[src/logic/rv_core_pkg.sv]
package rv_core_pkg;

    localparam int XLEN       = 32;
    localparam int REG_ADDR_W = 5;
    localparam int NUM_GPR    = 31;

    localparam logic [XLEN-1:0] INSTR_STEP = 32'd4;

    // major opcodes
    localparam logic [6:0] OP_LUI    = 7'b0110111;
    localparam logic [6:0] OP_AUIPC  = 7'b0010111;
    localparam logic [6:0] OP_JAL    = 7'b1101111;
    localparam logic [6:0] OP_JALR   = 7'b1100111;
    localparam logic [6:0] OP_BRANCH = 7'b1100011;
    localparam logic [6:0] OP_LOAD   = 7'b0000011;
    localparam logic [6:0] OP_STORE  = 7'b0100011;
    localparam logic [6:0] OP_IMM    = 7'b0010011;
    localparam logic [6:0] OP_REG    = 7'b0110011;

    // branch conditions
    localparam logic [2:0] F3_BEQ  = 3'b000;
    localparam logic [2:0] F3_BNE  = 3'b001;
    localparam logic [2:0] F3_BLT  = 3'b100;
    localparam logic [2:0] F3_BGE  = 3'b101;
    localparam logic [2:0] F3_BLTU = 3'b110;
    localparam logic [2:0] F3_BGEU = 3'b111;

    // integer operations
    localparam logic [2:0] F3_ADD  = 3'b000;
    localparam logic [2:0] F3_SLL  = 3'b001;
    localparam logic [2:0] F3_SLT  = 3'b010;
    localparam logic [2:0] F3_SLTU = 3'b011;
    localparam logic [2:0] F3_XOR  = 3'b100;
    localparam logic [2:0] F3_SR   = 3'b101;
    localparam logic [2:0] F3_OR   = 3'b110;
    localparam logic [2:0] F3_AND  = 3'b111;

    // only word access is supported
    localparam logic [2:0] F3_WORD = 3'b010;

    // sub and sra select the alternate encoding
    localparam logic [6:0] F7_BASE = 7'b0000000;
    localparam logic [6:0] F7_ALT  = 7'b0100000;

    typedef enum logic [3:0]
    {
        alu_add,
        alu_sub,
        alu_sll,
        alu_slt,
        alu_sltu,
        alu_xor,
        alu_srl,
        alu_sra,
        alu_or,
        alu_and,
        alu_pass_b
    } alu_op_t;

    typedef enum logic [2:0]
    {
        class_alu,
        class_lui,
        class_auipc,
        class_jal,
        class_jalr,
        class_branch,
        class_load,
        class_store
    } instr_class_t;

    typedef enum logic [2:0]
    {
        state_fetch,
        state_fetch_wait,
        state_decode,
        state_execute,
        state_load_wait,
        state_load_done
    } core_state_t;

endpackage

[src/logic/rv_decoder.sv]
`timescale 1ns/10ps

module rv_decoder
    import rv_core_pkg::*;
(
    input  logic [XLEN-1:0]       i_instr,

    output logic [6:0]            o_opcode,
    output logic [REG_ADDR_W-1:0] o_rd,
    output logic [REG_ADDR_W-1:0] o_rs1,
    output logic [REG_ADDR_W-1:0] o_rs2,
    output logic [2:0]            o_funct3,
    output logic [XLEN-1:0]       o_imm,
    output alu_op_t               o_alu_op,
    output instr_class_t          o_class,
    output logic                  o_valid
);

logic [6:0] w_funct7;

logic [XLEN-1:0] w_imm_i;
logic [XLEN-1:0] w_imm_s;
logic [XLEN-1:0] w_imm_b;
logic [XLEN-1:0] w_imm_u;
logic [XLEN-1:0] w_imm_j;

alu_op_t w_base_op;

assign o_opcode = i_instr[6:0];
assign o_rd     = i_instr[11:7];
assign o_funct3 = i_instr[14:12];
assign o_rs1    = i_instr[19:15];
assign o_rs2    = i_instr[24:20];
assign w_funct7 = i_instr[31:25];

assign w_imm_i = { { 20 { i_instr[31] } }, i_instr[31:20] };
assign w_imm_s = { { 20 { i_instr[31] } }, i_instr[31:25], i_instr[11:7] };
assign w_imm_b = { { 19 { i_instr[31] } }, i_instr[31], i_instr[7], i_instr[30:25],
                   i_instr[11:8], 1'b0 };
assign w_imm_u = { i_instr[31:12], 12'b0 };
assign w_imm_j = { { 11 { i_instr[31] } }, i_instr[31], i_instr[19:12], i_instr[20],
                   i_instr[30:21], 1'b0 };

// operation for the plain funct7 encoding
always_comb
    case (o_funct3)
        F3_ADD:  w_base_op = alu_add;
        F3_SLL:  w_base_op = alu_sll;
        F3_SLT:  w_base_op = alu_slt;
        F3_SLTU: w_base_op = alu_sltu;
        F3_XOR:  w_base_op = alu_xor;
        F3_SR:   w_base_op = alu_srl;
        F3_OR:   w_base_op = alu_or;
        default: w_base_op = alu_and;
    endcase

always_comb
    begin
        o_imm    = w_imm_i;
        o_alu_op = alu_add;
        o_class  = class_alu;
        o_valid  = 1'b0;

        case (o_opcode)
            OP_LUI:
                begin
                    o_imm   = w_imm_u;
                    o_class = class_lui;
                    o_valid = 1'b1;
                end
            OP_AUIPC:
                begin
                    o_imm   = w_imm_u;
                    o_class = class_auipc;
                    o_valid = 1'b1;
                end
            OP_JAL:
                begin
                    o_imm   = w_imm_j;
                    o_class = class_jal;
                    o_valid = 1'b1;
                end
            OP_JALR:
                begin
                    o_class = class_jalr;
                    o_valid = (o_funct3 == 3'b000);
                end
            OP_BRANCH:
                begin
                    o_imm   = w_imm_b;
                    o_class = class_branch;
                    o_valid = (o_funct3 != 3'b010) && (o_funct3 != 3'b011);
                end
            OP_LOAD:
                begin
                    o_class = class_load;
                    o_valid = (o_funct3 == F3_WORD);
                end
            OP_STORE:
                begin
                    o_imm   = w_imm_s;
                    o_class = class_store;
                    o_valid = (o_funct3 == F3_WORD);
                end
            OP_IMM:
                begin
                    o_alu_op = w_base_op;
                    // shift immediates carry funct7 in the upper bits
                    if ((o_funct3 != F3_SLL && o_funct3 != F3_SR) || w_funct7 == F7_BASE)
                        o_valid = 1'b1;
                    else if (o_funct3 == F3_SR && w_funct7 == F7_ALT)
                        begin
                            o_alu_op = alu_sra;
                            o_valid  = 1'b1;
                        end
                end
            OP_REG:
                begin
                    o_alu_op = w_base_op;
                    if (w_funct7 == F7_BASE)
                        o_valid = 1'b1;
                    else if (w_funct7 == F7_ALT && o_funct3 == F3_ADD)
                        begin
                            o_alu_op = alu_sub;
                            o_valid  = 1'b1;
                        end
                    else if (w_funct7 == F7_ALT && o_funct3 == F3_SR)
                        begin
                            o_alu_op = alu_sra;
                            o_valid  = 1'b1;
                        end
                end
            default:
                o_valid = 1'b0;
        endcase
    end

endmodule

[src/logic/rv_regfile.sv]
`timescale 1ns/10ps

module rv_regfile
    import rv_core_pkg::*;
(
    input  logic                  i_clk,

    input  logic [REG_ADDR_W-1:0] i_rs1_addr,
    input  logic [REG_ADDR_W-1:0] i_rs2_addr,
    output logic [XLEN-1:0]       o_rs1_data,
    output logic [XLEN-1:0]       o_rs2_data,

    input  logic                  i_wr_en,
    input  logic [REG_ADDR_W-1:0] i_wr_addr,
    input  logic [XLEN-1:0]       i_wr_data
);

// x0 has no storage
logic [XLEN-1:0] r_regs [1:NUM_GPR];

assign o_rs1_data = (i_rs1_addr == '0) ? '0 : r_regs[i_rs1_addr];
assign o_rs2_data = (i_rs2_addr == '0) ? '0 : r_regs[i_rs2_addr];

always_ff @(posedge i_clk)
    if (i_wr_en && i_wr_addr != '0)
        begin
            r_regs[i_wr_addr] <= i_wr_data;
        end

endmodule

[src/logic/rv_alu.sv]
`timescale 1ns/10ps

module rv_alu
    import rv_core_pkg::*;
(
    input  alu_op_t         i_op,
    input  logic [XLEN-1:0] i_a,
    input  logic [XLEN-1:0] i_b,
    input  logic [2:0]      i_funct3,

    output logic [XLEN-1:0] o_result,
    output logic            o_branch_taken
);

logic [4:0] w_shamt;
logic       w_lt_signed;
logic       w_lt_unsigned;
logic       w_equal;

assign w_shamt       = i_b[4:0];
assign w_lt_signed   = ($signed(i_a) < $signed(i_b));
assign w_lt_unsigned = (i_a < i_b);
assign w_equal       = (i_a == i_b);

always_comb
    case (i_op)
        alu_add:    o_result = i_a + i_b;
        alu_sub:    o_result = i_a - i_b;
        alu_sll:    o_result = i_a << w_shamt;
        alu_slt:    o_result = { { (XLEN - 1) { 1'b0 } }, w_lt_signed };
        alu_sltu:   o_result = { { (XLEN - 1) { 1'b0 } }, w_lt_unsigned };
        alu_xor:    o_result = i_a ^ i_b;
        alu_srl:    o_result = i_a >> w_shamt;
        alu_sra:    o_result = $signed(i_a) >>> w_shamt;
        alu_or:     o_result = i_a | i_b;
        alu_and:    o_result = i_a & i_b;
        alu_pass_b: o_result = i_b;
        default:    o_result = '0;
    endcase

// the branch target is formed in control
always_comb
    case (i_funct3)
        F3_BEQ:  o_branch_taken = w_equal;
        F3_BNE:  o_branch_taken = !w_equal;
        F3_BLT:  o_branch_taken = w_lt_signed;
        F3_BGE:  o_branch_taken = !w_lt_signed;
        F3_BLTU: o_branch_taken = w_lt_unsigned;
        F3_BGEU: o_branch_taken = !w_lt_unsigned;
        default: o_branch_taken = 1'b0;
    endcase

endmodule

[src/logic/rv_control.sv]
`timescale 1ns/10ps

module rv_control
    import rv_core_pkg::*;
(
    input  logic                  i_clk,
    input  logic                  i_rst,
    input  logic                  i_enable,

    input  logic [6:0]            i_opcode,
    input  logic [REG_ADDR_W-1:0] i_rd,
    input  logic [XLEN-1:0]       i_imm,
    input  alu_op_t               i_alu_op,
    input  instr_class_t          i_class,
    input  logic                  i_valid,
    output logic [XLEN-1:0]       o_instr,

    input  logic [XLEN-1:0]       i_rs1_data,
    input  logic [XLEN-1:0]       i_rs2_data,

    output alu_op_t               o_alu_op,
    output logic [XLEN-1:0]       o_alu_a,
    output logic [XLEN-1:0]       o_alu_b,
    input  logic [XLEN-1:0]       i_alu_result,
    input  logic                  i_branch_taken,

    output logic                  o_rf_wr_en,
    output logic [REG_ADDR_W-1:0] o_rf_wr_addr,
    output logic [XLEN-1:0]       o_rf_wr_data,

    output logic [XLEN-1:0]       o_mem_addr,
    output logic                  o_mem_read_en,
    output logic                  o_mem_write_en,
    output logic [XLEN-1:0]       o_mem_data,
    input  logic [XLEN-1:0]       i_mem_rdata,

    output logic                  o_halted
);

core_state_t r_state;

logic [XLEN-1:0] r_pc;
logic [XLEN-1:0] r_instr;

logic            w_step;
logic            w_uses_pc;
logic            w_uses_rs2;
logic            w_writes_rd;
logic            w_is_mem;
logic [XLEN-1:0] w_pc_seq;
logic [XLEN-1:0] w_next_pc;

assign o_instr = r_instr;

// a halted core behaves like a permanent pause
assign w_step = i_enable && !o_halted;

assign w_pc_seq = r_pc + INSTR_STEP;
assign w_is_mem = (i_class == class_load) || (i_class == class_store);

assign w_uses_pc  = (i_class == class_auipc) || (i_class == class_jal);
assign w_uses_rs2 = (i_class == class_branch) || (i_class == class_alu && i_opcode == OP_REG);

assign o_alu_a = w_uses_pc ? r_pc : i_rs1_data;
assign o_alu_b = w_uses_rs2 ? i_rs2_data : i_imm;

// address and jump targets all go through the adder
always_comb
    case (i_class)
        class_alu: o_alu_op = i_alu_op;
        class_lui: o_alu_op = alu_pass_b;
        default:   o_alu_op = alu_add;
    endcase

always_comb
    case (i_class)
        class_jal:    w_next_pc = i_alu_result;
        class_jalr:   w_next_pc = { i_alu_result[XLEN-1:1], 1'b0 };
        class_branch: w_next_pc = i_branch_taken ? (r_pc + i_imm) : w_pc_seq;
        default:      w_next_pc = w_pc_seq;
    endcase

assign w_writes_rd = i_valid && (i_class != class_branch) && !w_is_mem;

assign o_rf_wr_en = w_step && ((r_state == state_execute && w_writes_rd)
                               || r_state == state_load_done);
assign o_rf_wr_addr = i_rd;

always_comb
    if (r_state == state_load_done)
        o_rf_wr_data = i_mem_rdata;
    else if (i_class == class_jal || i_class == class_jalr)
        o_rf_wr_data = w_pc_seq;
    else
        o_rf_wr_data = i_alu_result;

always_ff @(posedge i_clk)
    if (i_rst)
        begin
            r_state        <= state_fetch;
            r_pc           <= '0;
            o_mem_read_en  <= 1'b0;
            o_mem_write_en <= 1'b0;
            o_halted       <= 1'b0;
        end
    else
        begin
            // strobes last one cycle
            o_mem_read_en  <= 1'b0;
            o_mem_write_en <= 1'b0;

            if (w_step)
                case (r_state)
                    state_fetch:
                        begin
                            o_mem_read_en <= 1'b1;
                            r_state       <= state_fetch_wait;
                        end
                    state_fetch_wait:
                        r_state <= state_decode;
                    state_decode:
                        r_state <= state_execute;
                    state_execute:
                        if (i_valid)
                            begin
                                r_pc           <= w_next_pc;
                                o_mem_read_en  <= (i_class == class_load);
                                o_mem_write_en <= (i_class == class_store);
                                r_state        <= (i_class == class_load) ? state_load_wait
                                                                          : state_fetch;
                            end
                        else
                            o_halted <= 1'b1;
                    state_load_wait:
                        r_state <= state_load_done;
                    default:
                        r_state <= state_fetch;
                endcase
        end

// bus address, store data and instruction word
always_ff @(posedge i_clk)
    if (w_step)
        begin
            if (r_state == state_fetch)
                o_mem_addr <= r_pc;
            else if (r_state == state_decode)
                r_instr <= i_mem_rdata;
            else if (r_state == state_execute && w_is_mem)
                begin
                    o_mem_addr <= i_alu_result;
                    o_mem_data <= i_rs2_data;
                end
        end

endmodule

[src/logic/rv_core.sv]
`timescale 1ns/10ps

module rv_core
    import rv_core_pkg::*;
(
    input  logic            i_clk,
    input  logic            i_rst,
    input  logic            i_enable,

    output logic [XLEN-1:0] o_mem_addr,
    output logic [XLEN-1:0] o_mem_data,
    output logic            o_mem_read_en,
    output logic            o_mem_write_en,
    input  logic [XLEN-1:0] i_mem_rdata,

    output logic            o_halted
);

logic [XLEN-1:0]       w_instr;
logic [6:0]            w_opcode;
logic [REG_ADDR_W-1:0] w_rd;
logic [REG_ADDR_W-1:0] w_rs1;
logic [REG_ADDR_W-1:0] w_rs2;
logic [2:0]            w_funct3;
logic [XLEN-1:0]       w_imm;
alu_op_t               w_dec_alu_op;
instr_class_t          w_class;
logic                  w_valid;

logic [XLEN-1:0]       w_rs1_data;
logic [XLEN-1:0]       w_rs2_data;
logic                  w_rf_wr_en;
logic [REG_ADDR_W-1:0] w_rf_wr_addr;
logic [XLEN-1:0]       w_rf_wr_data;

alu_op_t               w_alu_op;
logic [XLEN-1:0]       w_alu_a;
logic [XLEN-1:0]       w_alu_b;
logic [XLEN-1:0]       w_alu_result;
logic                  w_branch_taken;

rv_decoder u_decoder
(
    .i_instr(w_instr),
    .o_opcode(w_opcode),
    .o_rd(w_rd),
    .o_rs1(w_rs1),
    .o_rs2(w_rs2),
    .o_funct3(w_funct3),
    .o_imm(w_imm),
    .o_alu_op(w_dec_alu_op),
    .o_class(w_class),
    .o_valid(w_valid)
);

rv_regfile u_regfile
(
    .i_clk(i_clk),
    .i_rs1_addr(w_rs1),
    .i_rs2_addr(w_rs2),
    .o_rs1_data(w_rs1_data),
    .o_rs2_data(w_rs2_data),
    .i_wr_en(w_rf_wr_en),
    .i_wr_addr(w_rf_wr_addr),
    .i_wr_data(w_rf_wr_data)
);

rv_alu u_alu
(
    .i_op(w_alu_op),
    .i_a(w_alu_a),
    .i_b(w_alu_b),
    .i_funct3(w_funct3),
    .o_result(w_alu_result),
    .o_branch_taken(w_branch_taken)
);

rv_control u_control
(
    .i_clk(i_clk),
    .i_rst(i_rst),
    .i_enable(i_enable),
    .i_opcode(w_opcode),
    .i_rd(w_rd),
    .i_imm(w_imm),
    .i_alu_op(w_dec_alu_op),
    .i_class(w_class),
    .i_valid(w_valid),
    .o_instr(w_instr),
    .i_rs1_data(w_rs1_data),
    .i_rs2_data(w_rs2_data),
    .o_alu_op(w_alu_op),
    .o_alu_a(w_alu_a),
    .o_alu_b(w_alu_b),
    .i_alu_result(w_alu_result),
    .i_branch_taken(w_branch_taken),
    .o_rf_wr_en(w_rf_wr_en),
    .o_rf_wr_addr(w_rf_wr_addr),
    .o_rf_wr_data(w_rf_wr_data),
    .o_mem_addr(o_mem_addr),
    .o_mem_read_en(o_mem_read_en),
    .o_mem_write_en(o_mem_write_en),
    .o_mem_data(o_mem_data),
    .i_mem_rdata(i_mem_rdata),
    .o_halted(o_halted)
);

endmodule

[config.mk]
export PLATFORM = sky130hd
export DESIGN_NAME = rv_core
export DESIGN_NICKNAME = d
export VERILOG_FILES = /design/src/logic/rv_core_pkg.sv /design/src/logic/rv_decoder.sv /design/src/logic/rv_regfile.sv /design/src/logic/rv_alu.sv /design/src/logic/rv_control.sv /design/src/logic/rv_core.sv
export SDC_FILE = /design/constraint.sdc
export NUM_CORES = 2
export LEC_CHECK = 0
export BUFFER_PORTS_ARGS = -buffer_cell sky130_fd_sc_hd__buf_4
export CAP_MARGIN = 30
export CORE_ASPECT_RATIO = 2
export CORE_MARGIN = 2
export CORE_UTILIZATION = 40
export DETAILED_ROUTE_END_ITERATION = 12
export REMOVE_ABC_BUFFERS = 1
export SYNTH_ARGS = -nofsm -noshare
export SYNTH_HDL_FRONTEND = slang
export SYNTH_HIERARCHICAL = 1
export SYNTH_SLANG_ARGS = --single-unit
[constraint.sdc]
create_clock -name i_clk -period 7.45 [get_ports i_clk]
set_clock_uncertainty 0.2 [all_clocks]
set_input_delay 0 -clock i_clk [delete_from_list [all_inputs] [get_ports i_clk]]
set_output_delay 0 -clock i_clk [all_outputs]
set_load 0.02 [all_outputs]
==> flow_metrics.py <==
metrics = {
    "run_status": {
        "status": "finished clean",
    },
    "critical_path": {
        "rrSetupSlack_ns": 0.05,
        "cp-start-kind": "flop",
        "arrival_ns": 7.76,
        "cp_slowest_cell": "o22ai_1",
        "crit_fanout": 32,
        "path_cells": "buf_12, buf_12, nor2_1, nor4_4, buf_4, buf_4, a22o_1, a311o_1, nand2_1, nand2_1, inv_1, a21oi_1, mux2i_1, o22a_1, o22ai_1, a221oi_2, buf_4, o211ai_1, o21ai_0, o21ai_2, buf_12",
        "crit_required_ns": 7.81,
        "slowest_delay_ns": 0.83,
        "cp-end-kind": "flop",
        "critical_path_class": "flop to flop",
    },
    "finish": {
        "final_util_pct": 46.9,
        "nets": 5670,
        "final_cell_mix": "edfxtp_1, buf_4, mux4_2, nand2_1, mux2i_1",
        "finalNonFillerCells": 7727,
        "final_common_cell": "edfxtp_1",
        "drive_above_1_share_pct": 25.3,
        "syn_to_final_growth_pct": 16.3,
        "fillers": 14600,
    },
    "floorplanning": {
        "start_util_pct": 40.3,
        "die_y_um": 578,
        "dieArea_sq_um": 168000,
        "placeableCoreArea_sq_um": 164000,
        "num_rows": 210,
        "fp.dieW_um": 291,
        "ioPinCount": 102,
    },
    "placed_design": {
        "place_inst": 7435,
        "place_hpwl_um": 223000,
        "portBuffers": 101,
        "gp_congestion": 1.12,
    },
    "logic_synthesis": {
        "netlist_instances": 5149,
        "netlist_area_sq_um": 66000,
        "synth-edff-count": 1088,
        "synth_cell_type_count": 102,
        "ys.flop_type": "edfxtp_1",
        "ys_warn_count": 6,
        "async_flop_share_pct": 0,
        "yosysTopAreaCellShare_pct": 49.5,
        "synth_top_cell_by_area": "edfxtp_1",
        "yosysSeqAreaShare_pct": 50.7,
        "synth-seq-cells": 1126,
        "synth_area_leaders": "edfxtp_1, mux4_2, mux2i_1",
        "syn_area_per_cell_sq_um": 12.8,
    },
    "clock_network": {
        "clock_latency_ns": 0.73,
        "clock_path_buffers": 3,
        "clkTransAtPathRegs_ns": 0.08,
        "cts_tree": "yes",
        "htreeDepth": 3,
        "cts-root-buf": "clkbuf_16",
        "cts_buffers": 100,
        "cts_sinks": 1126,
    },
    "detailed_routing": {
        "avgRoutedWirePerCell_um": 40.6,
        "vias": 52300,
        "first_pass_iters": 6,
        "wirelength_um": 314000,
        "ant_nets": 0,
        "highest_layer": "met5",
        "wl_met2_um": 156000,
        "drtIter0Drc": 6220,
        "drc_errors": 0,
        "met1_length_um": 94800,
        "wl_met3_um": 25000,
        "avgViaCountPerCell": 6.76,
    },
    "run": {
        "drv_cap": 0,
    },
    "timing": {
        "drv_slew": 0,
        "finalHoldViolations": 0,
        "fmax_mhz": 135,
        "timing.final.crit_share_pct": 99.4,
        "fin_setup_tns_ns": 0,
        "setup_violations": 0,
        "worstMarginPinSlew_ns": 1.16,
        "final.min_clock_period_ns": 7.40,
        "relSlewSlack_pct": 22.3,
        "rsz0062_at_grt": "false",
    },
    "global_routing": {
        "grt_pass1_wl_um": 426000,
        "first_global_vias": 52600,
        "overflow": 0,
        "grt_max_degree": 56,
        "grt.total_usage_pct": 36.9,
        "antenna_found_initial": 28,
    },
    "min_path": {
        "worstHoldPathType": "input pin to flop",
    },
    "power": {
        "p_per_area_nw_per_um2": 184,
        "ir_drop_mv": 0.166,
        "power.leakage_nw": 27.2,
    },
}
## cells in the mapped netlist, types with 69 or more instances
cell	n
nand2_1	379
a22oi_1	110
mux2_2	113
o21ai_0	181
ha_1	131
nor2_1	347
a21oi_1	324
mux4_2	383
inv_1	134
clkbuf_1	219
edfxtp_1	1088
mux2i_1	378
buf_2	92
nor2b_1	69
nand3_1	99
## repair_timing
item / in CTS / in global routing
buffers inserted: 0 / 4
hold endpoints to repair: 1062 / 0
setup endpoints to repair: 0 / 138
resized for setup: 0 / 21
hold buffers: 68 / 0
## sequential cells by signal, indices dropped and copies added (netlist names)
name                      flops
u_regfile/r_regs            992
u_control/o_instr            32
u_control/o_mem_addr         32
u_control/o_mem_data         32
u_control/r_pc               32
u_control/r_state             3
u_control/o_halted            1
u_control/o_mem_read_en       1
u_control/o_mem_write_en      1
## worst paths after layout
| check | cells past startpoint | startpoint | end |
|---|---|---|---|
| worst max-delay path | 21 | u_control/o_instr[15]$_DFFE_PP_ | u_regfile/r_regs[28][26]$_DFFE_PP_ |
| worst min-delay path | 5 | i_rst | u_control/r_pc[7]$_SDFFE_PP0P_ |
| worst max register to register | 21 | u_control/o_instr[15]$_DFFE_PP_ | u_regfile/r_regs[28][26]$_DFFE_PP_ |
| worst min register to register | 2 | u_control/r_pc[0]$_SDFFE_PP0P_ | u_control/r_pc[0]$_SDFFE_PP0P_ |
## per-layer routing
layer	vias up	global-route usage, %
li1	21000	-
met1	26600	35.2
met2	3291	63.3
met3	1303	9.41
met4	16	37.3
met5	-	0.0284
## where the power goes
| group | internal [mW] | total, mW | switching (mW) |
|---|---|---|---|
| logic | 0.516 | 1.50 | 0.983 |
| clock network | 2.97 | 5.54 | 2.57 |
| registers | 7.06 | 7.07 | 0.0164 |
## kinds of logic after synthesis
| family | Yosys count | synth area share (%) |
|---|---|---|
| adder cells (fa/ha/maj) | 134 | 2.58 |
| flip-flops | 1126 | 50.7 |
| XOR/XNOR | 57 | 0.757 |
| AND/OR/NAND/NOR | 1195 | 8.59 |
| AO/OA/AOI/OAI | 1186 | 12.2 |
| buffers and inverters | 566 | 4.04 |
| multiplexers | 885 | 21.2 |
## stage by stage
step / power, mW / worst slack, ns / hold slack [ns] / area, sq um
6_report: 14.1 / 0.0475 / 0.0638 / 76700
5_1_grt: 14.4 / 0.0374 / 0.0750 / 76700
4_1_cts: 14.1 / 0.145 / 0.0380 / 76400
3_5_place_dp: 8.60 / 0.157 / 0.0118 / 72300
3_3_place_gp: 8.58 / 0.104 / 0.0138 / 72100
2_1_floorplan: 7.96 / -15.71 / -0.131 / 63800
## critical path: cells and delay by family, from the launching register on
family	cells	cell delay [ns]
and+or+nand+nor	4	0.87
buffers and inverters	7	1.77
muxes	1	0.59
AOI/OAI and AO/OA	9	3.28
DFF	1	0.45
## layout make-up
type / count / area (sq um) / share of cell area [%]
diodes: 23 / 57.6 / 0.0750
inverters: 137 / 517 / 0.674
clock buffers: 109 / 2560 / 3.33
clock inverters: 76 / 836 / 1.09
repair buffers: 679 / 6230 / 8.12
flip-flops and latches: 1126 / 33400 / 43.6
multi-input cells: 3457 / 30400 / 39.7
well taps: 2120 / 2650 / 3.46
Note: power is estimated with default switching activity, not from simulation.
